### src/soc_pkg.sv
package soc_pkg;

	// Bus word types
	typedef logic [31:0] bus_addr_t;
	typedef logic [31:0] bus_data_t;

	// RAM word index, address bits 9 to 2
	typedef logic [7:0] ram_index_t;

	// Red LED bank
	typedef logic [9:0] led_t;

	// Serial payload
	typedef logic [7:0] uart_byte_t;

	// Transmitter phases of one 8N1 frame
	typedef enum logic [1:0] {
		UART_IDLE,
		UART_START,
		UART_DATA,
		UART_STOP
	} uart_state_t;

	// Address map
	localparam bus_addr_t RAM_BASE = 32'h0001_0000;
	localparam bus_addr_t RAM_LIMIT = 32'h0001_0400;
	localparam int RAM_WORDS = 256;
	localparam bus_addr_t LED_BASE = 32'h5000_0000;
	localparam bus_addr_t UART_BASE = 32'h5000_0010;
	// Each peripheral owns 16 bytes
	localparam bus_addr_t IO_SPAN = 32'h0000_0010;

	// Short bit time for simulation
	localparam int UART_CLKS_PER_BIT = 8;
	localparam int UART_CNT_W = $clog2(UART_CLKS_PER_BIT);

endpackage

### src/soc_bus_if.sv
`timescale 1ns/1ps

interface soc_bus_if;
	import soc_pkg::*;

	logic request;
	logic rw;
	bus_addr_t address;
	bus_data_t wdata;
	bus_data_t rdata;
	logic ready;

	// Decoder side
	modport master (
		output request, rw, address, wdata,
		input rdata, ready
	);

	// Peripheral side, address is already relative to the base
	modport target (
		input request, rw, address, wdata,
		output rdata, ready
	);

endinterface

### src/bus_decoder.sv
`timescale 1ns/1ps

module bus_decoder (
	input logic i_request,
	input logic i_rw,
	input soc_pkg::bus_addr_t i_address,
	input soc_pkg::bus_data_t i_wdata,
	output soc_pkg::bus_data_t o_rdata,
	output logic o_ready,
	soc_bus_if.master ram,
	soc_bus_if.master led,
	soc_bus_if.master uart
);
	import soc_pkg::*;

	logic ram_select;
	logic led_select;
	logic uart_select;
	logic target_ready;

	// Region match
	assign ram_select = (i_address >= RAM_BASE) && (i_address < RAM_LIMIT);
	assign led_select = (i_address >= LED_BASE) && (i_address < LED_BASE + IO_SPAN);
	assign uart_select = (i_address >= UART_BASE) && (i_address < UART_BASE + IO_SPAN);

	// RAM port
	assign ram.request = i_request && ram_select;
	assign ram.rw = i_rw;
	assign ram.address = i_address - RAM_BASE;
	assign ram.wdata = i_wdata;

	// LED port
	assign led.request = i_request && led_select;
	assign led.rw = i_rw;
	assign led.address = i_address - LED_BASE;
	assign led.wdata = i_wdata;

	// UART port
	assign uart.request = i_request && uart_select;
	assign uart.rw = i_rw;
	assign uart.address = i_address - UART_BASE;
	assign uart.wdata = i_wdata;

	// Read data back from whichever region is addressed
	always_comb begin
		if (ram_select) begin
			o_rdata = ram.rdata;
		end else if (led_select) begin
			o_rdata = led.rdata;
		end else if (uart_select) begin
			o_rdata = uart.rdata;
		end else begin
			o_rdata = '0;
		end
	end

	// Unmapped space answers at once so the master never stalls
	always_comb begin
		if (ram_select) begin
			target_ready = ram.ready;
		end else if (led_select) begin
			target_ready = led.ready;
		end else if (uart_select) begin
			target_ready = uart.ready;
		end else begin
			target_ready = 1'b1;
		end
	end

	// Targets hold ready one cycle past request, hide that from the master
	assign o_ready = i_request && target_ready;

endmodule

### src/flat_wrapper.sv
// flat-port wrapper written by rule: the top's interface ports become plain ports
module bus_decoder_flat import soc_pkg::*;
  (i_request, i_rw, i_address, i_wdata, o_rdata, o_ready, ram_request, ram_rw, ram_address, ram_wdata, ram_rdata, ram_ready, led_request, led_rw, led_address, led_wdata, led_rdata, led_ready, uart_request, uart_rw, uart_address, uart_wdata, uart_rdata, uart_ready);
  soc_bus_if ram_i ();
  soc_bus_if led_i ();
  soc_bus_if uart_i ();
  input logic i_request;
  input logic i_rw;
  input soc_pkg::bus_addr_t i_address;
  input soc_pkg::bus_data_t i_wdata;
  output soc_pkg::bus_data_t o_rdata;
  output logic o_ready;
  output wire logic [$bits(ram_i.request)-1:0] ram_request;
  output wire logic [$bits(ram_i.rw)-1:0] ram_rw;
  output wire logic [$bits(ram_i.address)-1:0] ram_address;
  output wire logic [$bits(ram_i.wdata)-1:0] ram_wdata;
  input wire logic [$bits(ram_i.rdata)-1:0] ram_rdata;
  input wire logic [$bits(ram_i.ready)-1:0] ram_ready;
  output wire logic [$bits(led_i.request)-1:0] led_request;
  output wire logic [$bits(led_i.rw)-1:0] led_rw;
  output wire logic [$bits(led_i.address)-1:0] led_address;
  output wire logic [$bits(led_i.wdata)-1:0] led_wdata;
  input wire logic [$bits(led_i.rdata)-1:0] led_rdata;
  input wire logic [$bits(led_i.ready)-1:0] led_ready;
  output wire logic [$bits(uart_i.request)-1:0] uart_request;
  output wire logic [$bits(uart_i.rw)-1:0] uart_rw;
  output wire logic [$bits(uart_i.address)-1:0] uart_address;
  output wire logic [$bits(uart_i.wdata)-1:0] uart_wdata;
  input wire logic [$bits(uart_i.rdata)-1:0] uart_rdata;
  input wire logic [$bits(uart_i.ready)-1:0] uart_ready;
  assign ram_request = ram_i.request;
  assign ram_rw = ram_i.rw;
  assign ram_address = ram_i.address;
  assign ram_wdata = ram_i.wdata;
  assign ram_i.rdata = ram_rdata;
  assign ram_i.ready = ram_ready;
  assign led_request = led_i.request;
  assign led_rw = led_i.rw;
  assign led_address = led_i.address;
  assign led_wdata = led_i.wdata;
  assign led_i.rdata = led_rdata;
  assign led_i.ready = led_ready;
  assign uart_request = uart_i.request;
  assign uart_rw = uart_i.rw;
  assign uart_address = uart_i.address;
  assign uart_wdata = uart_i.wdata;
  assign uart_i.rdata = uart_rdata;
  assign uart_i.ready = uart_ready;
  bus_decoder u_core (.i_request(i_request), .i_rw(i_rw), .i_address(i_address), .i_wdata(i_wdata), .o_rdata(o_rdata), .o_ready(o_ready), .ram(ram_i), .led(led_i), .uart(uart_i));
endmodule
### config.mk
export PLATFORM = sky130hd
export DESIGN_NAME = bus_decoder_flat
export DESIGN_NICKNAME = d
export VERILOG_FILES = /design/src/soc_pkg.sv /design/src/soc_bus_if.sv /design/src/bus_decoder.sv /design/src/flat_wrapper.sv
export SDC_FILE = /design/constraint.sdc
export NUM_CORES = 1
export LEC_CHECK = 0
export BUFFER_PORTS_ARGS = -buffer_cell sky130_fd_sc_hd__buf_2
export CORE_AREA = 2 2 152 154
export DETAILED_ROUTE_END_ITERATION = 6
export DIE_AREA = 0 0 154 156
export PLACE_DENSITY = 0.39
export REMOVE_ABC_BUFFERS = 1
export SYNTH_ARGS = -nofsm -noshare
export SYNTH_HDL_FRONTEND = slang
export SYNTH_SLANG_ARGS = --single-unit
export TNS_END_PERCENT = 100
### constraint.sdc
create_clock -name vclk -period 1.8
set_input_delay 0.09 -clock vclk [all_inputs]
set_output_delay 0.09 -clock vclk [all_outputs]
set_load 0.02 [all_outputs]
Word level (Yosys, flattened, before mapping)
Index checks and enable logic that the tools add are counted.
Storage, ports and cells
  bits in registers: 0
  input bits: 165
  output and inout bits: 231
  word-level logic and storage cells: 22
Cells by class
  $add $sub $neg: 3
  magnitude comparators: 6
  mux-type cells: 6
  reductions and logical operators: 7
Operator list (count)
  $mux W32: 3
  $ge A32 B31 Y1 const B: 2
  $lt A32 B31 Y1 const B: 2
  $sub A32 B31 Y32 const B: 2
  $ge A32 B17 Y1 const B: 1
  $lt A32 B17 Y1 const B: 1
  $sub A32 B17 Y32 const B: 1
  $logic_and A1 B1 Y1: 7
  $mux W1: 3

Depth between registers and ports, before layout
  word-level depth: 6
  depth in mapped cells: 10
  mapped depth without buffers: 7

Worst setup path after synthesis
OpenSTA, ideal clock, no wires.
  path type: input to output
  from: input i_address[16]
  to: output led_request
  arrival time: 2.116 ns
  data required time: 1.710 ns
  slack: -0.406 ns
  cell stages on the path: 7
  buffers on the path: 1
  cell sequence: inv_1 ha_1 nor3b_2 and2_4 a31oi_4 buf_2 nor4_1
Between the ends
  longest elaborated chain between the ends: 3
  elaborated cells on any way between the ends: 4
  those cells by class: 2 x order compare; 2 x reduce/logical
RTL lines
  from (decl): line flat_wrapper.sv:9  | input soc_pkg::bus_addr_t i_address;
  $ge A32 B31 Y1 / $lt A32 B31 Y1 (equally long branches): line bus_decoder.sv:23  | assign led_select = (i_address >= LED_BASE) && (i_address < LED_BASE + IO_SPAN);
  $logic_and A1 B1 Y1 (*): line bus_decoder.sv:23
  $logic_and A1 B1 Y1 (*): line bus_decoder.sv:33  | assign led.request = i_request && led_select;
  to (decl): line flat_wrapper.sv:19  | output wire logic [$bits(led_i.request)-1:0] led_request;
Every way passes the cells marked *; elsewhere a longest branch is shown, timed or not.

Final worst setup path
  from: input i_address[9]
  to: output o_rdata[22]
Between the ends
  longest elaborated chain between the ends: 5
  elaborated cells on any way between the ends: 12
  those cells by class: 6 x order compare; 3 x mux; 3 x reduce/logical
RTL lines
  $ge A32 B31 Y1 / $lt A32 B31 Y1 (equally long branches): line bus_decoder.sv:24  | assign uart_select = (i_address >= UART_BASE) && (i_address < UART_BASE + IO_SPAN);
  $logic_and A1 B1 Y1: line bus_decoder.sv:24
  $mux W32: line bus_decoder.sv:50  | end else if (uart_select) begin
  $mux W32: line bus_decoder.sv:48  | end else if (led_select) begin
  $mux W32 (*): line bus_decoder.sv:46  | if (ram_select) begin
  to (decl): line flat_wrapper.sv:11  | output soc_pkg::bus_data_t o_rdata;
Marked as above.

==> metrics <==
Die ar.=0.02402 sq mm; Sw Share=52.33%; post-route setup TNS=-11.25 ns; Gate Count Post-Synth=404; Core Box Area=0.02237 sq mm; Worst EP required=1.71 ns; setup ws final=-0.4013 ns; register area=0 sq um; Synth Area in Simple Gates=26.21%; total gr overflow=0; drt pass-1 iters=4; Area contributors post-synth=buf_4, a221o_1, nor4b_1; P_leak=0.002642 uW; syn avg cell area=7.585 sq um; post-place setup slack=-0.4134 ns; Hold/Removal Path Class=in -> out; total power=1220 uW; Peak VDD IR=0.09864 mV; Mapped Area=0.003064 sq mm; # IOs=396; initial DRC count=236; post-synthesis mux area share=0%; final std cells w/o fill=925; GRT Total Usage=14.92%; area growth from synthesis to layout=84.56%; hold path depth=0; critical path's most frequent cell=buf_6; Clk pwr share=0%; Via Count=3976; Initial Utilization=13.70%; Setup Viol. Count Final=36; hold path start=i_wdata[3]; type of origin of the critical path=primary input; initial antenna violation count=3; Post-Synth XOR/XNOR Area=10.86%; vias per cell=4.298; CP Cell Sequence=buf_6, or4_4, a2111o_1, nor4_4, buf_6, buf_12, buf_6, a221o_1, buf_6; Slew Limit Headroom=71.11%; Fin. Hold Viols=0; max-slew violations=0; sequential power share=0%; DRC=0; largest net degree at the start of global routing=31; FF+latch count=0; routed wire length=20040 microns; PwrDens=215.8 mW/mm^2; Die Span X=154 microns; CP max stage delay=0.54 ns; P_int=581.6 uW; wire per inst=21.66 microns; Yosys top cell by area=buf_4; ANT nets after route=0; failing checks=negative setup slack; Max Freq=0.4543 GHz; PortBufs=264; Gate power share=100.0%; minimum clock period after layout=2.201 ns; Rows=55; post-synthesis compound-gate area fraction=16.62%; CP Capture Type=primary output; placed insts=901; DIE HEIGHT=156 microns; end of the worst hold path=led_wdata[3]; Clock buffer cells=0; Final Hold Slack=0.1801 ns; CP max-delay cell=or4_4; global-route wire length before repair=26850 microns; GP Congestion=0.8964; kind of critical path=in -> out; layout cells sized above 1=74.96%; RSZ-0062 raised after global routing=yes; Switching Power=638.6 uW; Post-Synth Adder-Cell Area=3.267%; commonest cells in the netlist=buf_4, a221o_1, nor4b_1; Critical Path AT=2.11 ns; register area share after synthesis=0%; YS warnings=0; largest family of logic cells by synthesized area=buffers and inverters; vias in the first global route=3841; Worst-Margin Slew=0.4225 ns; cell with the most instances after synthesis=buf_4; DP HPWL=15870 microns; Max Cap Viol=0; Post-CTS Hold Buffers=0; Tcrit/Tclk final=122.3%; Synth top area share=36.01%; Worst Path Max Fanout=7; nets=814; Distinct cells, synth=46; status=complete, but fails checks
power groups by stage:
stage	Sequential, uW	Combinational (uW)	Clock (uW)
final	0	1220	0.0000747
after floorplan	0	358	0
after CTS	0	1150	0
after detailed placement	0	1020	0
after global placement	0	1030	0
after global routing	0	1300	0.0000746
repair_timing:
action | CTS | global route
setup buffers | 13 | 6
resized for setup | 171 | 55
pin swaps | 48 | 30
gates cloned | 5 | 2
endpoints found under the setup margin | 56 | 54
metrics by stage:
step	utilization [%]	instance area, sq um
after floorplan	-	1794
after global placement	20.02	4478
after detailed placement	20.02	4478
after CTS	23.83	5329
after global routing	25.29	5655
final	25.29	5655
how the worst max path moves through the flow:
| stage | depth (start not counted) | start | to |
|---|---|---|---|
| 4_1_cts | 9 | i_address[9] | o_ready |
| 2_1_floorplan | 7 | i_address[4] | o_rdata[0] |
| 5_1_grt | 9 | i_address[9] | o_rdata[11] |
| 6_report | 9 | i_address[9] | o_rdata[22] |
| 3_5_place_dp | 10 | i_address[7] | o_rdata[14] |
| 3_3_place_gp | 10 | i_address[13] | o_rdata[11] |
logic make-up after synthesis:
kind of cell    after synthesis
compound gates               57
xor+xnor                     38
fa+ha+maj                     8
buf+inv                     185
simple gates                116
cells in the final DEF, fill, tap and decap left out, drive strengths merged, types with 7 or more instances in the layout:
| master | instances |
|---|---|
| ha | 8 |
| nor4b | 32 |
| nand4 | 7 |
| nand2 | 15 |
| nor2 | 17 |
| buf | 405 |
| inv | 13 |
| xnor2 | 21 |
| a221o | 32 |
| xor2 | 17 |
| nor4 | 13 |
per-layer routing:
| metal | vias to the layer above | global-route usage (%) | wire length, microns |
|---|---|---|---|
| met4 | 8 | 1.469 | 128 |
| li1 | 1793 | - | - |
| met3 | 16 | 9.028 | 2580 |
| met1 | 1898 | 19.06 | 8559 |
| met2 | 261 | 21.38 | 8569 |
| met5 | - | 7.453 | 198 |
layout make-up:
type               instances  area [sq um]
diodes                     1         2.502
multi-input cells        219          2223
inverters                 13         51.30
repair buffers           407          3022
well taps                285         356.6
fillers                 2466         16710
critical path, delay by kind of cell:
kind | cells | cell delay [ns]
buf+inv | 5 | 0.63
simple gates | 2 | 0.77
compound gates | 2 | 0.62
(Power assumes the default switching activity.)
