`config.mk`:
```
export PLATFORM = sky130hd
export DESIGN_NAME = led_port_flat
export DESIGN_NICKNAME = d
export VERILOG_FILES = /design/src/soc_pkg.sv /design/src/soc_bus_if.sv /design/src/led_port.sv /design/src/flat_wrapper.sv
export SDC_FILE = /design/constraint.sdc
export NUM_CORES = 1
export LEC_CHECK = 0
export BUFFER_PORTS_ARGS = -buffer_cell sky130_fd_sc_hd__buf_2
export CORE_MARGIN = 5
export CORE_UTILIZATION = 28
export DETAILED_ROUTE_END_ITERATION = 10
export GPL_TIMING_DRIVEN = 0
export PLACE_DENSITY = 0.77
export SYNTH_ARGS = -nofsm -noshare
export SYNTH_HDL_FRONTEND = slang
export SYNTH_SLANG_ARGS = --single-unit
```
`constraint.sdc`:
```
create_clock -name i_clock -period 1.2 [get_ports i_clock]
set_input_delay 0.06 -clock i_clock [delete_from_list [all_inputs] [get_ports i_clock]]
set_output_delay 0.06 -clock i_clock [all_outputs]
set_load 0.1 [all_outputs]
```
`src/soc_pkg.sv`:
```
package soc_pkg;

	// Bus word types
	typedef logic [31:0] bus_addr_t;
	typedef logic [31:0] bus_data_t;

	// RAM word index, address bits 9 to 2
	typedef logic [7:0] ram_index_t;

	// Red LED bank
	typedef logic [9:0] led_t;

	// Serial payload
	typedef logic [7:0] uart_byte_t;

	// Transmitter phases of one 8N1 frame
	typedef enum logic [1:0] {
		UART_IDLE,
		UART_START,
		UART_DATA,
		UART_STOP
	} uart_state_t;

	// Address map
	localparam bus_addr_t RAM_BASE = 32'h0001_0000;
	localparam bus_addr_t RAM_LIMIT = 32'h0001_0400;
	localparam int RAM_WORDS = 256;
	localparam bus_addr_t LED_BASE = 32'h5000_0000;
	localparam bus_addr_t UART_BASE = 32'h5000_0010;
	// Each peripheral owns 16 bytes
	localparam bus_addr_t IO_SPAN = 32'h0000_0010;

	// Short bit time for simulation
	localparam int UART_CLKS_PER_BIT = 8;
	localparam int UART_CNT_W = $clog2(UART_CLKS_PER_BIT);

endpackage

```
`src/soc_bus_if.sv`:
```
`timescale 1ns/1ps

interface soc_bus_if;
	import soc_pkg::*;

	logic request;
	logic rw;
	bus_addr_t address;
	bus_data_t wdata;
	bus_data_t rdata;
	logic ready;

	// Decoder side
	modport master (
		output request, rw, address, wdata,
		input rdata, ready
	);

	// Peripheral side, address is already relative to the base
	modport target (
		input request, rw, address, wdata,
		output rdata, ready
	);

endinterface

```
`src/led_port.sv`:
```
`timescale 1ns/1ps

module led_port (
	input logic i_clock,
	input logic i_arst_n,
	soc_bus_if.target bus,
	output soc_pkg::led_t o_ledr
);
	import soc_pkg::*;

	logic ready;
	logic start;

	assign start = bus.request && !ready;

	// LED register and handshake
	always_ff @(posedge i_clock or negedge i_arst_n) begin
		if (!i_arst_n) begin
			o_ledr <= '0;
			ready <= 1'b0;
		end else if (start) begin
			if (bus.rw) begin
				o_ledr <= bus.wdata[$bits(led_t)-1:0];
			end
			ready <= 1'b1;
		end else if (!bus.request) begin
			ready <= 1'b0;
		end
	end

	// Read back, upper bits zero
	assign bus.rdata = {{($bits(bus_data_t) - $bits(led_t)){1'b0}}, o_ledr};
	assign bus.ready = ready;

endmodule

```
`src/flat_wrapper.sv`:
```
// flat-port wrapper written by rule: the top's interface ports become plain ports
module led_port_flat import soc_pkg::*;
  (i_clock, i_arst_n, o_ledr, bus_request, bus_rw, bus_address, bus_wdata, bus_rdata, bus_ready);
  soc_bus_if bus_i ();
  input logic i_clock;
  input logic i_arst_n;
  output soc_pkg::led_t o_ledr;
  input wire logic [$bits(bus_i.request)-1:0] bus_request;
  input wire logic [$bits(bus_i.rw)-1:0] bus_rw;
  input wire logic [$bits(bus_i.address)-1:0] bus_address;
  input wire logic [$bits(bus_i.wdata)-1:0] bus_wdata;
  output wire logic [$bits(bus_i.rdata)-1:0] bus_rdata;
  output wire logic [$bits(bus_i.ready)-1:0] bus_ready;
  assign bus_i.request = bus_request;
  assign bus_i.rw = bus_rw;
  assign bus_i.address = bus_address;
  assign bus_i.wdata = bus_wdata;
  assign bus_rdata = bus_i.rdata;
  assign bus_ready = bus_i.ready;
  led_port u_core (.i_clock(i_clock), .i_arst_n(i_arst_n), .bus(bus_i), .o_ledr(o_ledr));
endmodule
```
* Yosys cells after proc, flatten, opt, wreduce, memory -nomap -nowiden
Cells that the tools add are included. Widths: inputs -> output; s select.
Storage, ports and cells: output and inout port bits 43, input port bits 68, bits in registers 11
Operators by class: equal/unequal tests 1, reductions and logical operators 3, mux-type cells 2
Operators by type and width (number):
- $mux 1 | 2
- $ne 2x1->1 const B | 1
- $reduce_and 2->1 | 1
- $logic_and 1x1->1 | 1
- $logic_not 1->1 | 1

* Longest topological paths before layout
Gate-level depths: netlist of the first run.
depth after elaboration 3, depth in mapped cells 3

* Worst setup path after synthesis of the first run
OpenSTA, ideal clock, no wires.
kind register to register, start register u_core.ready, in the netlist u_core.bus.ready, end register u_core.o_ledr[0], data arrival time 1.569 ns, stages on the path, launching flop included 4, clock period less this slack 1.694 ns, library setup time 0.126 ns, data required time 1.074 ns, path slack -0.494 ns, buffers on the path 1, cells stage by stage dfrtp_1 nand3b_1 buf_6 mux2_4
On the way: longest elaborated chain between the ends 3
RTL lines:
- start, declared | RTL line led_port.sv:11 | logic ready;
- start signal, assigned | RTL line led_port.sv:20 | ready <= 1'b0;
- start signal, assigned | RTL line led_port.sv:25 | ready <= 1'b1;
- start signal, assigned | RTL line led_port.sv:27 | ready <= 1'b0;
- $logic_not 1->1 | RTL line led_port.sv:14 | assign start = bus.request && !ready;
- $logic_and 1x1->1 | RTL line led_port.sv:14
- $reduce_and 2->1 (no source line)
- end signal, assigned | RTL line led_port.sv:23 | o_ledr <= bus.wdata[$bits(led_t)-1:0];
- end, declared | RTL line led_port.sv:7 | output soc_pkg::led_t o_ledr
No other way between the ends. A chain may end at the register's enable or synchronous reset.

* Worst setup path in the final report of the first run
start register u_core.ready, in the netlist u_core.bus.ready, end register u_core.o_ledr[6]
Same word-level chain as after synthesis.

==> flow_summary.yaml, run 1 <==
detailed_routing:
  drc_errors: 0
  vias: 485
  finalWirelength_um: 1380
  viasPerCell: 3.28
  ant_nets: 0
  drt_iter0_markers: 5
  wl_per_cell_um: 9.31
  dr.pass1.iters: 2
floorplanning:
  initial_utilization_pct: 28.7
  fp.dieH_um: 59.7
  dieWidth_um: 59.7
  std_cell_rows: 18
  dieArea_mm2: 0.00357
  ios: 111
  core_mm2: 0.00241
synth:
  yosysTopAreaCellShare_pct: 39.8
  postSynthCellCount: 57
  ys_warn_count: 0
  synth_cell_types: 7
  synth_area_leaders: "dfrtp_1, buf_4, mux2_4, buf_6, nand3b_1"
  synth_largest_area_cell: "dfrtp_1"
  synthesis.area_um2: 692
  ys_ff_latch: 11
  syn_area_per_cell_um2: 12.1
  ys_seq_area_share_pct: 39.8
timing:
  slew_violations: 0
  fmaxAchievable_ghz: 0.821
  fin_crit_sh_pct: 102
  holdWs_ps: 28.6
  setup_violations: 10
  layout_min_cycle_time_ps: 1220
  rsz0062_at_grt: "yes"
  fin_ws_ps: -18.0
  finalClockSkew_ps: 2.61
  hold_viol: 0
setup_path:
  crit_end: "u_core.o_ledr[6]"
  rr_worst_depth: 3
  path_max_fanout: 10
  arrival_ps: 1360
  crit_start: "u_core.bus.ready"
  timing.rr.end: "u_core.o_ledr[6]"
  rrSetupSlack_ps: -20
  worstSetupEndpointType: "flip-flop"
  crit_required_ps: 1340
  worstSetupPathType: "reg2reg"
  cp-start-kind: "flip-flop"
  r2r_start: "u_core.bus.ready"
cts:
  insertion_delay_ps: 260
  tritoncts.num_buffers: 3
  path_clk_slew_ps: 60
  clock_path_buffers: 2
  h-tree-depth: 1
  cts_tree: "done"
  cts_root_buf: "clkbuf_4"
  clock-sinks: 11
finish:
  fin_nets: 187
  fin_util_pct: 44.2
  fillers: 230
  stdcell_area_mm2: 0.00107
  antennaDiodeCount: 0
  area_delta_synth_final_pct: 54.1
  drive_above_1_share_pct: 77.1
status:
  outcome: "complete, but fails checks"
  violations: "setup timing"
place:
  io_buffers: 34
  postPlaceCellArea_um2: 995
  gp_congestion: 0.666
global_routing:
  grt_max_degree: 12
  grt_pass1_vias: 454
  grt_pass1_wl_um: 2000
  track_usage_pct: 7.72
  grt_overflow: 0
  antenna_found_initial: 0
power_and_ir_drop:
  powerDensity_mw_per_mm2: 2330
  p_total_mw: 2.48
  vdd_drop_max_v: 0.00112
  power_leakage_nw: 0.627
min_path:
  min_path_cells: 2
  hp-class: "in2reg"
flow_run:
  drv_cap: 0
stage by stage:
stage | std cells | setup slack [ps] | setup TNS (ps)
6_report | 148 | -18.0 | -153
5_1_grt | 148 | -82.2 | -751
4_1_cts | 148 | -32.4 | -305
3_5_place_dp | 142 | -25.9 | -228
3_3_place_gp | 142 | -12.1 | -92.9
2_1_floorplan | 78 | -189 | -1890
state kept, by name, indices dropped and copies added, names as in the netlist:
register          cells
u_core.o_ledr        10
u_core.bus.ready      1
layer usage:
layer	vias up	wire length, µm	track usage (%)
met4	0	0	0
met5	-	0	0
met2	35	707	14.0
met1	201	430	7.85
met3	0	241	4.97
li1	249	-	-
final cells by class:
type,count,area [µm²],area share [%]
clock buffer,4,26.3,2.46
timing repair buffer,36,215,20.2
tap,30,37.5,3.52
multi-input combinational,33,240,22.5
sequential,11,292,27.3
buffer,34,255,23.9
cells in the mapped netlist:
master    count
buf_4        32
dfrtp_1      11
mux2_4       10
buf_6         1
clkbuf_1      1
conb_1        1
nand3b_1      1
cells in the final DEF (no fill, tap or decap), drive strengths merged:
cell type	n
buf	67
conb	22
dfrtp	11
mux2	10
clkbuf	5
dlygate4sd3	2
nand3b	1
logic make-up (layout without fill, tap and decap cells):
group,after synthesis,count (layout),share of synthesized area (%)
multiplexers,10,10,21.7
buffers and inverters,34,74,36.9
AND/OR/NAND/NOR,1,1,1.09
flip-flops,11,11,39.8
other,1,22,0.542
worst min path at each step:
stage	end	from
floorplan	u_core.o_ledr[0]	i_arst_n
global placement	u_core.bus.ready	i_arst_n
detailed placement	u_core.bus.ready	i_arst_n
CTS	u_core.o_ledr[4]	bus_wdata[4]
global route	u_core.o_ledr[3]	bus_wdata[3]
finish	u_core.o_ledr[4]	bus_wdata[4]
timing repair:
action / in CTS / in global routing
cloned: 0 / 0
buffers inserted: 0 / 0
hold buffers: 2 / 0
endpoints found under the setup margin: 20 / 10
gates resized for setup: 10 / 0
hold endpoints to repair: 12 / 0
critical path, cell delays in order (launching register included):
cell	delay, ps
dfrtp_4	460
nand3b_1	170
buf_6	170
mux2_4	300
report_power, final:
part | internal (mW) | leakage [nW] | switching [mW] | total (mW)
sequential | 0.449 | 0.119 | 0.0496 | 0.499
combinational | 0.355 | 0.494 | 1.39 | 1.74
clock | 0.128 | 0.0150 | 0.108 | 0.236
total | 0.933 | 0.627 | 1.55 | 2.48
No activity file was read; power rests on OpenSTA's default activity.
==> run 2, diff against run 1 <==
--- a/config.mk
+++ b/config.mk
@@ -11,6 +11,7 @@
 export DETAILED_ROUTE_END_ITERATION = 10
 export GPL_TIMING_DRIVEN = 0
 export PLACE_DENSITY = 0.77
+export RECOVER_POWER = 25
 export SYNTH_ARGS = -nofsm -noshare
 export SYNTH_HDL_FRONTEND = slang
 export SYNTH_SLANG_ARGS = --single-unit
==> run 2 against run 1 <==
Effect of this change:
- critical endpoint unchanged
- die area is the same
- worst hold slack is essentially flat
- critical path depth stayed put
- the run still ends with setup timing left
- cell count unchanged
- global-route usage stayed put
- setup slack hardly changed
- largest cell class unchanged
==> flow_summary.yaml, run 2 (synthesis results as in run 1) <==
timing:
  setup_violations: 10
  slew_violations: 0
  hold_viol: 0
  tightestPinTransition_ps: 587
  slew_headroom_pct: 60.9
  layout_min_cycle_time_ps: 1220
  fin_crit_sh_pct: 102
  rsz0062_at_grt: "yes"
  finalClockSkew_ps: 2.61
  fmaxAchievable_ghz: 0.821
  fin_ws_ps: -18.0
detailed_routing:
  drc_errors: 0
  drt_iter0_markers: 2
  finalWirelength_um: 1380
  viasPerCell: 3.28
  ant_nets: 0
  dr.pass1.iters: 2
  wl_per_cell_um: 9.30
  vias: 485
cts:
  insertion_delay_ps: 260
  path_clk_slew_ps: 60
  clock_path_buffers: 2
  clock-sinks: 11
  tritoncts.num_buffers: 3
  cts_tree: "done"
  post_cts_buffers: 0
  h-tree-depth: 1
  cts_root_buf: "clkbuf_4"
place:
  io_buffers: 34
  postPlaceCellArea_um2: 995
  gp_congestion: 0.666
finish:
  antennaDiodeCount: 0
  area_delta_synth_final_pct: 53.9
  fin_nets: 187
  reg_top3: "u_core.o_ledr: 10 flops, u_core.bus.ready: 1 flops"
  fillers: 231
  drive_above_1_share_pct: 76.3
  stdcell_area_mm2: 0.00106
  final_cell_mix: "buf_4, buf_2, conb_1"
  final_common_cell: "buf_4"
  largest_reg_flops: 10
  top_register: "u_core.o_ledr"
power_and_ir_drop:
  vdd_drop_max_v: 0.00112
  powerDensity_mw_per_mm2: 2330
  power_leakage_nw: 0.625
  p_total_mw: 2.48
global_routing:
  track_usage_pct: 7.72
  antenna_found_initial: 0
  grt_pass1_vias: 454
  grt_max_degree: 12
  grt_pass1_wl_um: 2000
  grt_overflow: 0
floorplanning:
  std_cell_rows: 18
  fp.dieH_um: 59.7
  core_mm2: 0.00241
  dieWidth_um: 59.7
  dieArea_mm2: 0.00357
  initial_utilization_pct: 28.7
  ios: 111
setup_path:
  path_delay_family: "flip-flops"
  worstSetupPathType: "reg2reg"
  arrival_ps: 1360
  worstSetupEndpointType: "flip-flop"
  cp_num_buf_inv: 1
  cp-start-kind: "flip-flop"
  rrSetupSlack_ps: -20
  crit_chain: "nand3b_1, buf_6, mux2_4"
  cpPeakStageDelay_ps: 460
  crit_required_ps: 1340
  rr_worst_depth: 3
  timing.rr.end: "u_core.o_ledr[6]"
  r2r_start: "u_core.bus.ready"
  slowest_stage: "dfrtp_4"
  path_max_fanout: 10
status:
  violations: "setup timing"
  outcome: "complete, but fails checks"
flow_run:
  drv_cap: 0
min_path:
  min_from: "bus_wdata[4]"
  min_path_cells: 2
  hp-class: "in2reg"
  hold_end: "u_core.o_ledr[4]"
==> run 2: cell types whose count changed in the layout (fill, tap and decap cells not counted), sizes merged <==
cell	delta
buf	-1
clkbuf	+1
==> run 2: report_power, final <==
group / internal (mW) / switching, mW / total [mW]
registers: 0.449 / 0.0496 / 0.499
logic: 0.355 / 1.39 / 1.74
clock network: 0.128 / 0.108 / 0.236
total: 0.932 / 1.55 / 2.48
==> run 2: stage by stage <==
step | setup WS [ps] | util (%) | setup TNS [ps] | hold WS (ps) | instances
floorplan | -189 | - | -1890 | -236 | 78
global placement | -12.1 | 41.3 | -92.9 | -61.1 | 142
detailed placement | -25.9 | 41.3 | -228 | -56.4 | 142
CTS | -32.4 | 44.2 | -305 | 20.1 | 148
global route | -82.2 | 44.2 | -751 | 18.0 | 148
finish | -18.0 | 44.2 | -154 | 28.6 | 148
==> run 2: repair_timing <==
| action | CTS | global route |
|---|---|---|
| resized for setup | 10 | 0 |
| endpoints found under the hold margin | 12 | 0 |
| hold buffers | 2 | 0 |
| endpoints found under the setup margin | 20 | 10 |
==> run 2: how the worst max path moves through the flow <==
stage,cells past startpoint,start,to
2_1_floorplan,3,u_core.bus.ready,u_core.o_ledr[0]
3_3_place_gp,3,u_core.bus.ready,u_core.o_ledr[7]
3_5_place_dp,3,u_core.bus.ready,u_core.o_ledr[9]
4_1_cts,3,u_core.bus.ready,u_core.o_ledr[9]
5_1_grt,3,u_core.bus.ready,u_core.o_ledr[8]
6_report,3,u_core.bus.ready,u_core.o_ledr[6]
==> run 2: area by class of cell <==
| class | count | area (µm²) | area share, % |
|---|---|---|---|
| sequential | 11 | 292 | 27.4 |
| buffer | 34 | 255 | 24.0 |
| multi-input combinational | 33 | 240 | 22.6 |
| timing repair buffer | 36 | 214 | 20.1 |
| tap | 30 | 37.5 | 3.53 |
| clock buffer | 4 | 26.3 | 2.47 |
==> run 2: routing by layer <==
layer | vias to the layer above | wire length, µm | track usage (%)
li1 | 249 | - | -
met2 | 35 | 707 | 14.0
met1 | 201 | 428 | 7.85
met5 | - | 0 | 0
met4 | 0 | 0 | 0
met3 | 0 | 241 | 4.97
