--- config.mk ---
export PLATFORM = sky130hd
export DESIGN_NAME = uart_tx_flat
export DESIGN_NICKNAME = d
export VERILOG_FILES = /design/src/soc_pkg.sv /design/src/soc_bus_if.sv /design/src/uart_tx.sv /design/src/flat_wrapper.sv
export SDC_FILE = /design/constraint.sdc
export NUM_CORES = 1
export LEC_CHECK = 0
export BUFFER_PORTS_ARGS = -buffer_cell sky130_fd_sc_hd__buf_2
export CAP_MARGIN = 20
export CORE_MARGIN = 2
export CORE_UTILIZATION = 40
export DETAILED_ROUTE_END_ITERATION = 12
export GPL_ROUTABILITY_DRIVEN = 0
export GPL_TIMING_DRIVEN = 0
export PLACE_DENSITY = 0.89
export SYNTH_ARGS = -nofsm -noshare
export SYNTH_HDL_FRONTEND = slang
export SYNTH_SLANG_ARGS = --single-unit
export TNS_END_PERCENT = 100
--- constraint.sdc ---
create_clock -name i_clock -period 2.6 [get_ports i_clock]
set_input_delay 0.52 -clock i_clock [delete_from_list [all_inputs] [get_ports i_clock]]
set_output_delay 0.52 -clock i_clock [all_outputs]
set_load 0.01 [all_outputs]
--- src/soc_pkg.sv ---
package soc_pkg;

	// Bus word types
	typedef logic [31:0] bus_addr_t;
	typedef logic [31:0] bus_data_t;

	// RAM word index, address bits 9 to 2
	typedef logic [7:0] ram_index_t;

	// Red LED bank
	typedef logic [9:0] led_t;

	// Serial payload
	typedef logic [7:0] uart_byte_t;

	// Transmitter phases of one 8N1 frame
	typedef enum logic [1:0] {
		UART_IDLE,
		UART_START,
		UART_DATA,
		UART_STOP
	} uart_state_t;

	// Address map
	localparam bus_addr_t RAM_BASE = 32'h0001_0000;
	localparam bus_addr_t RAM_LIMIT = 32'h0001_0400;
	localparam int RAM_WORDS = 256;
	localparam bus_addr_t LED_BASE = 32'h5000_0000;
	localparam bus_addr_t UART_BASE = 32'h5000_0010;
	// Each peripheral owns 16 bytes
	localparam bus_addr_t IO_SPAN = 32'h0000_0010;

	// Short bit time for simulation
	localparam int UART_CLKS_PER_BIT = 8;
	localparam int UART_CNT_W = $clog2(UART_CLKS_PER_BIT);

endpackage

--- src/soc_bus_if.sv ---
`timescale 1ns/1ps

interface soc_bus_if;
	import soc_pkg::*;

	logic request;
	logic rw;
	bus_addr_t address;
	bus_data_t wdata;
	bus_data_t rdata;
	logic ready;

	// Decoder side
	modport master (
		output request, rw, address, wdata,
		input rdata, ready
	);

	// Peripheral side, address is already relative to the base
	modport target (
		input request, rw, address, wdata,
		output rdata, ready
	);

endinterface

--- src/uart_tx.sv ---
`timescale 1ns/1ps

module uart_tx (
	input logic i_clock,
	input logic i_arst_n,
	soc_bus_if.target bus,
	output logic o_tx
);
	import soc_pkg::*;

	uart_state_t state;
	logic [UART_CNT_W-1:0] clk_cnt;
	logic [2:0] bit_idx;
	uart_byte_t shift;
	logic ready;
	logic status;
	logic busy;
	logic bit_done;
	logic accept;

	assign busy = (state != UART_IDLE);
	assign bit_done = (clk_cnt == UART_CNT_W'(UART_CLKS_PER_BIT - 1));

	// Reads always go through, writes wait for an idle line
	assign accept = bus.request && !ready && (!bus.rw || !busy);

	always_ff @(posedge i_clock or negedge i_arst_n) begin
		if (!i_arst_n) begin
			ready <= 1'b0;
			status <= 1'b0;
		end else if (accept) begin
			ready <= 1'b1;
			status <= busy;
		end else if (!bus.request) begin
			ready <= 1'b0;
		end
	end

	// Shifted out LSB first
	always_ff @(posedge i_clock) begin
		if (accept && bus.rw) begin
			shift <= bus.wdata[7:0];
		end else if (state == UART_DATA && bit_done) begin
			shift <= shift >> 1;
		end
	end

	// Frame sequencer
	always_ff @(posedge i_clock or negedge i_arst_n) begin
		if (!i_arst_n) begin
			state <= UART_IDLE;
			clk_cnt <= '0;
			bit_idx <= '0;
		end else begin
			clk_cnt <= (state == UART_IDLE || bit_done) ? '0 : clk_cnt + 1'b1;
			case (state)
				UART_IDLE: begin
					bit_idx <= '0;
					if (accept && bus.rw) begin
						state <= UART_START;
					end
				end
				UART_START: begin
					if (bit_done) begin
						state <= UART_DATA;
					end
				end
				UART_DATA: begin
					if (bit_done) begin
						bit_idx <= bit_idx + 1'b1;
						if (bit_idx == 3'd7) begin
							state <= UART_STOP;
						end
					end
				end
				default: begin
					if (bit_done) begin
						state <= UART_IDLE;
					end
				end
			endcase
		end
	end

	// Line level, stop and idle are both high
	always_comb begin
		case (state)
			UART_START: o_tx = 1'b0;
			UART_DATA: o_tx = shift[0];
			default: o_tx = 1'b1;
		endcase
	end

	assign bus.rdata = {{($bits(bus_data_t) - 1){1'b0}}, status};
	assign bus.ready = ready;

endmodule
--- src/flat_wrapper.sv ---
// flat-port wrapper written by rule: the top's interface ports become plain ports
module uart_tx_flat import soc_pkg::*;
  (i_clock, i_arst_n, o_tx, bus_request, bus_rw, bus_address, bus_wdata, bus_rdata, bus_ready);
  soc_bus_if bus_i ();
  input logic i_clock;
  input logic i_arst_n;
  output logic o_tx;
  input wire logic [$bits(bus_i.request)-1:0] bus_request;
  input wire logic [$bits(bus_i.rw)-1:0] bus_rw;
  input wire logic [$bits(bus_i.address)-1:0] bus_address;
  input wire logic [$bits(bus_i.wdata)-1:0] bus_wdata;
  output wire logic [$bits(bus_i.rdata)-1:0] bus_rdata;
  output wire logic [$bits(bus_i.ready)-1:0] bus_ready;
  assign bus_i.request = bus_request;
  assign bus_i.rw = bus_rw;
  assign bus_i.address = bus_address;
  assign bus_i.wdata = bus_wdata;
  assign bus_rdata = bus_i.rdata;
  assign bus_ready = bus_i.ready;
  uart_tx u_core (.i_clock(i_clock), .i_arst_n(i_arst_n), .bus(bus_i), .o_tx(o_tx));
endmodule
# Word level (Yosys, flattened, before mapping)

Cells that the tools add are included.

Bits in registers: 18
Input port bits: 68
Output and inout bits: 34
Word-level logic and storage cells: 47

$add $sub $neg: 2
Eq/ne operators: 9
Muxes and demuxes: 14
Reductions and logical operators: 16

Operators with widths:

| kind                                                                   | number |
|---|---|
| 8-bit two-way mux                                                      | 2 |
| 2-bit two-way mux                                                      | 5 |
| 2-bit by 1-bit != test with 1-bit output (second input constant)       | 4 |
| 2-bit nonzero test                                                     | 4 |
| 3-bit by 1-bit adder with 3-bit output (second input constant)         | 2 |
| 3-bit equality test (second input constant)                            | 2 |
| 3-bit two-way mux                                                      | 2 |
| 2-bit one-hot mux with 3 select lines                                  | 1 |
| 3-bit one-hot mux with 2 select lines                                  | 1 |
| 5-bit AND reduction                                                    | 1 |
| 1-bit logical AND                                                      | 4 |
| 1-bit zero test                                                        | 3 |
| 2-bit by 1-bit equality test with 1-bit output (second input constant) | 1 |
| 2-bit equality test (second input constant)                            | 1 |
| 2-bit zero test                                                        | 1 |
| 1-bit logical OR                                                       | 2 |
| 1-bit two-way mux                                                      | 2 |
| 2-bit != test (second input constant)                                  | 1 |
| 1-bit one-hot mux with 2 select lines                                  | 1 |
| 2-bit AND reduction                                                    | 1 |

# Logic depth before layout (Yosys ltp)

Depth after elaboration: 7
Gate-level depth with buffers: 6
Mapped depth without buffers: 5

# Worst setup path after synthesis

Ideal clock, no wire load.

Path kind: reg-to-reg
From: register u_core.state[0]
To: register u_core.state[1]
Library setup time: 128 ps
Arrival: 1,545 ps
Data required time: 2,472 ps
Slack: 927 ps
Cell stages (with the launch flop): 6
Path buffers: 0
Period minus slack after synthesis: 1,673 ps
Cells stage by stage: dfrtp_1 -> inv_1 -> ha_1 -> nand4b_1 -> a221oi_1 -> mux2_1

Cells in the longest elaborated chain, start to end: 7
Elaborated cells on any way between the ends: 15
Those cells by class: 6 x eq/ne; 1 x mux; 8 x reduce/logical

Ends and longest elaborated chain:

| what                                                      | line          | RTL |
|---|---|---|
| start: declaration                                        | uart_tx.sv:11 | `uart_state_t state;` |
| start signal: assignment                                  | uart_tx.sv:51 | `state <= UART_IDLE;` |
| start signal: assignment                                  | uart_tx.sv:60 | `state <= UART_START;` |
| start signal: assignment                                  | uart_tx.sv:65 | `state <= UART_DATA;` |
| 2-bit nonzero test                                        | uart_tx.sv:21 | `assign busy = (state != UART_IDLE);` |
| 1-bit zero test                                           | uart_tx.sv:25 | `assign accept = bus.request && !ready && (!bus.rw \|\| !busy);` |
| 1-bit logical OR                                          | uart_tx.sv:25 |  |
| 1-bit logical AND                                         | uart_tx.sv:25 |  |
| 1-bit logical AND                                         | uart_tx.sv:59 | `if (accept && bus.rw) begin` |
| 2-bit by 1-bit != test with 1-bit output (no source line) | n/a           |  |
| 5-bit AND reduction (no source line)                      | n/a           |  |

Several ways; a longest one is shown, not always the timed one.
A chain may end at the register's enable or synchronous reset.

# Final worst setup path

From: register u_core.state[0]
To: output o_tx

Cells in the longest elaborated chain, start to end: 2
Elaborated cells on any way between the ends: 3
Those cells by class: 2 x eq/ne; 1 x mux

Ends and longest elaborated chain:

| what                                                                                  | line              | RTL |
|---|---|---|
| 2-bit equality test or 2-bit by 1-bit equality test with 1-bit output (tied branches) | uart_tx.sv:87     | `case (state)` |
| 1-bit one-hot mux with 2 select lines *                                               | uart_tx.sv:87     |  |
| end: declaration                                                                      | flat_wrapper.sv:7 | `output logic o_tx;` |

Every way passes the cells marked *; elsewhere a longest branch is shown, timed or not.

==> implementation parameters <==
Parameter                              Value

Outcome
  Status ... completed

Floorplan
  Boundary pin count ... 102
  Number of placement rows ... 19
  Starting utilization of the core area ... 41.92%
  Placeable Area ... 2734 µm²
  Overall die width ... around 58 µm
  Area of the die ... 3310 µm²
  Die Span Y ... 57.53 µm

Final layout
  Summed area of non-filler cells in the final layout ... 1394 µm²
  Post-synthesis to final-layout area growth ... 21.62%
  Final core utilization ... 50.98%
  Final nets ... about 230
  Final non-filler cell total ... roughly 180
  Total of fill cells in the finished design ... 257
  Fraction of layout cells with a size suffix above 1 ... roughly 40%
  Number of diodes ... 0

CTS
  Clock buffer count from CTS ... 3
  Register clock-pin slew on the reported worst setup and hold paths ... ~100 ps
  Clock tree from TritonCTS ... built
  CTS Hold Bufs ... 0
  CTS sink count ... 18
  Largest buffer count on any clock path ... 2
  Clock tree root driver cell ... sky130_fd_sc_hd__clkbuf_4
  CTS-repair resized insts ... 0
  Setup Fix Bufs, Post-CTS ... 0
  Maximum level of the CTS H-tree ... 1
  Source-to-sink clock delay at the later pin of the worst-skew pair ... 290 ps

Synth
  Library cell with the largest summed area after synthesis ... sky130_fd_sc_hd__dfrtp_1
  Most frequently used flop master after synthesis ... sky130_fd_sc_hd__dfrtp_1
  Count of flip-flops with a built-in enable after synthesis ... 8
  Number of distinct library cell variants in the gate-level netlist after synthesis ... 24
  Most common library cells after synthesis ... sky130_fd_sc_hd__buf_4, sky130_fd_sc_hd__dfrtp_1, sky130_fd_sc_hd__mux2_2, sky130_fd_sc_hd__edfxtp_1, sky130_fd_sc_hd__ha_1
  Mean post-synth cell area ... 11.02 µm²
  Count leader, synth ... sky130_fd_sc_hd__buf_4
  Proportion of synthesized chip area in sequential cells ... 42.79%
  Number of standard cells after synthesis ... approximately 100
  Synth top area share ... approximately 22%
  Post-synthesis instance area ... roughly 1100 µm²
  Cells taking the most area after synthesis ... sky130_fd_sc_hd__dfrtp_1, sky130_fd_sc_hd__buf_4, sky130_fd_sc_hd__edfxtp_1, sky130_fd_sc_hd__mux2_2, sky130_fd_sc_hd__ha_1
  Synthesized flop and latch total ... 18
  Async S/R FF share, synth ... ~56%
  Warning count from the yosys run ... 0

STA
  Setup repair after global routing missed its margin ... false
  Setup TNS ... 0 ps
  Hold Violations, Final ... 0
  Highest Clock Rate ... 497.8 MHz
  Final max-slew violation count ... 0
  Final critical-path share of the clock period ... approximately 77%
  Final critical-path setup slack ... 591.1 ps
  Final setup skew ... ~3 ps
  Time the final worst path needs with I/O delays and setup ... roughly 2000 ps
  # setup viols final ... 0

Routing
  First-pass DRT Iterations ... 2
  Average wire per cell in the routed design ... 8.710 µm
  Violation count after the first detailed-routing iteration ... 20
  Residual antenna-violating net count after detailed routing ... 0
  Detailed-route DRC error count ... 0
  Via-to-Cell Ratio ... ~4
  Via total after detailed routing ... between 700 and 800
  Routed WL ... 1.594 mm

Global routing
  Vias in the first global route ... around 630
  Met3 Usage GRT ... 2.268%
  M1 GR Usage ... 12.27%
  Initial antenna violation count ... 0
  Wire length of the first global-routing pass ... 2.649 mm
  Largest net degree at the start of global routing ... 11
  Global router's overall resource usage ... between 10% and 20%
  Overflow left after global routing ... 0
  Met2 demand-to-capacity share in global routing ... 17.69%
  Most Crowded Layer GR ... met2

Place
  Number of cells in the design after placement ... approximately 180
  Post-detailed-placement cell area ... 1368 µm²
  Number of port buffers ... 14
  Final HPWL from detailed placement ... 1.304 mm
  Worst setup timing slack at the placement stage ... 707.3 ps

Worst setup path
  Cell-by-cell listing of the critical path ... inv_1 > ha_1 > buf_2 > o21ai_0 > buf_2
  Arrival time of the worst setup path ... approximately 1500 ps
  Critical path data required time ... 2080 ps
  Stage delay of the slowest cell on the critical path ... ~390 ps
  Combined buffer and inverter count along the critical path ... 3
  CP startpoint kind ... flip-flop
  Total stage count of the critical path ... 5
  Start-to-end type of the worst setup path ... reg2out
  Capturing point of the worst reg2reg path ... u_core.state[1]
  Internal reg-to-reg setup slack ... 690 ps
  Critical path's top delay family ... buffers and inverters
  Master of the slowest instance on the critical path ... sky130_fd_sc_hd__dfrtp_1
  Kind of end point of the critical path ... output pin
  Reg2reg path depth ... 5
  Most common cell on crit path ... sky130_fd_sc_hd__buf_2
  Critical Path Source ... u_core.state[0]
  Critical path capture point ... o_tx
  Largest fanout on the critical path ... 10
  Reg2reg start ... u_core.state[0]

Job
  Max-cap violations ... 0

Pwr
  Leakage power ... 0.7469 nW
  IR Drop Worst-Case VDD ... 0.0003392 V
  Cell Pwr Density ... ~370 nW/µm²

Min path
  Kind of path behind the tightest hold check ... in2async
## worst min path at each step
| stage | depth (start not counted) | from | slack, ps | endpoint |
|---|---|---|---|---|
| floorplan | 0 | i_arst_n | 220 | u_core.bit_idx[0] |
| global placement | 1 | i_arst_n | 390 | u_core.bit_idx[0] |
| detailed placement | 1 | i_arst_n | 400 | u_core.clk_cnt[0] |
| CTS | 1 | i_arst_n | 70 | u_core.bit_idx[1] |
| global route | 1 | i_arst_n | 70 | u_core.clk_cnt[0] |
| finish | 1 | i_arst_n | 70 | u_core.bit_idx[1] |
## area by class of cell
class,instances,area [µm²],share of cell area (%)
Buffer,35,255.2,18.31
Clock buffer,4,26.28,1.885
Inverter,7,26.28,1.885
Multi-Input combinational cell,74,486.7,34.92
Sequential cell,18,490.5,35.19
Tap cell,31,38.79,2.783
Timing Repair Buffer,14,70.07,5.027
## cells in the final DEF (no fill, tap or decap), drive strengths merged
master	Yosys	routed
a21boi	1	1
a221o	1	1
a221oi	1	1
a22o	2	2
a31oi	1	1
and3	2	2
buf	35	49
clkbuf	0	4
conb	1	31
dfrtp	10	10
edfxtp	8	8
ha	8	8
inv	7	7
mux2	10	10
nand2	4	4
nand2b	3	3
nand4b	1	1
nor2	2	2
nor3	2	2
o21ai	2	2
o22ai	1	1
o32a	1	1
xor2	1	1
## kinds of logic (layout without fill, tap and decap cells)
| kind of cell | Yosys count | count (layout) | synth area share (%) |
|---|---|---|---|
| xor gates and xnor gates | 1 | 1 | 0.7643 |
| muxes | 10 | 10 | 9.826 |
| and+or+nand+nor | 14 | 14 | 6.332 |
| buffers and inverters | 42 | 60 | 24.56 |
| AOI/OAI and AO/OA | 10 | 10 | 6.661 |
| other | 1 | 31 | 0.3272 |
| DFF | 18 | 18 | 42.79 |
| adders and majority gates | 8 | 8 | 8.734 |
## per-layer routing
| layer | up-vias | routed length [µm] |
|---|---|---|
| li1 | 385 | - |
| met1 | 312 | 650 |
| met2 | 27 | 791 |
| met3 | 4 | 134 |
| met4 | 0 | 17 |
| met5 | - | 0 |
## report_power, final
group | internal, W | switching [W]
Sequential | 0.000296 | 0.00000125
Combinational | 0.0000378 | 0.0000335
Clock | 0.0000597 | 0.0000855
## worst reg2reg max path: cells and delay by family (launching register included)
kind            cells  cell delay (ps)
simple gates        1              150
mux                 1              360
flops               1              420
compound gates      1              460
buf+inv             1              110
fa+ha+maj           1              310
## registers in the layout (all words and copies together) (netlist names)
| register | cells |
|---|---|
| u_core.bit_idx | 3 |
| u_core.bus.ready | 1 |
| u_core.clk_cnt | 3 |
| u_core.shift | 8 |
| u_core.state | 2 |
| u_core.status | 1 |
## metrics by stage
step / hold WS, ps / total power [W]
6_report: 67.48 / 0.0005137
5_1_grt: 72.26 / 0.0005385
4_1_cts: 72.17 / 0.0005151
3_5_place_dp: 396.6 / 0.0003733
3_3_place_gp: 388.6 / 0.0003726
2_1_floorplan: 224.4 / 0.0003603
Note: power is estimated with default switching activity, not from simulation.
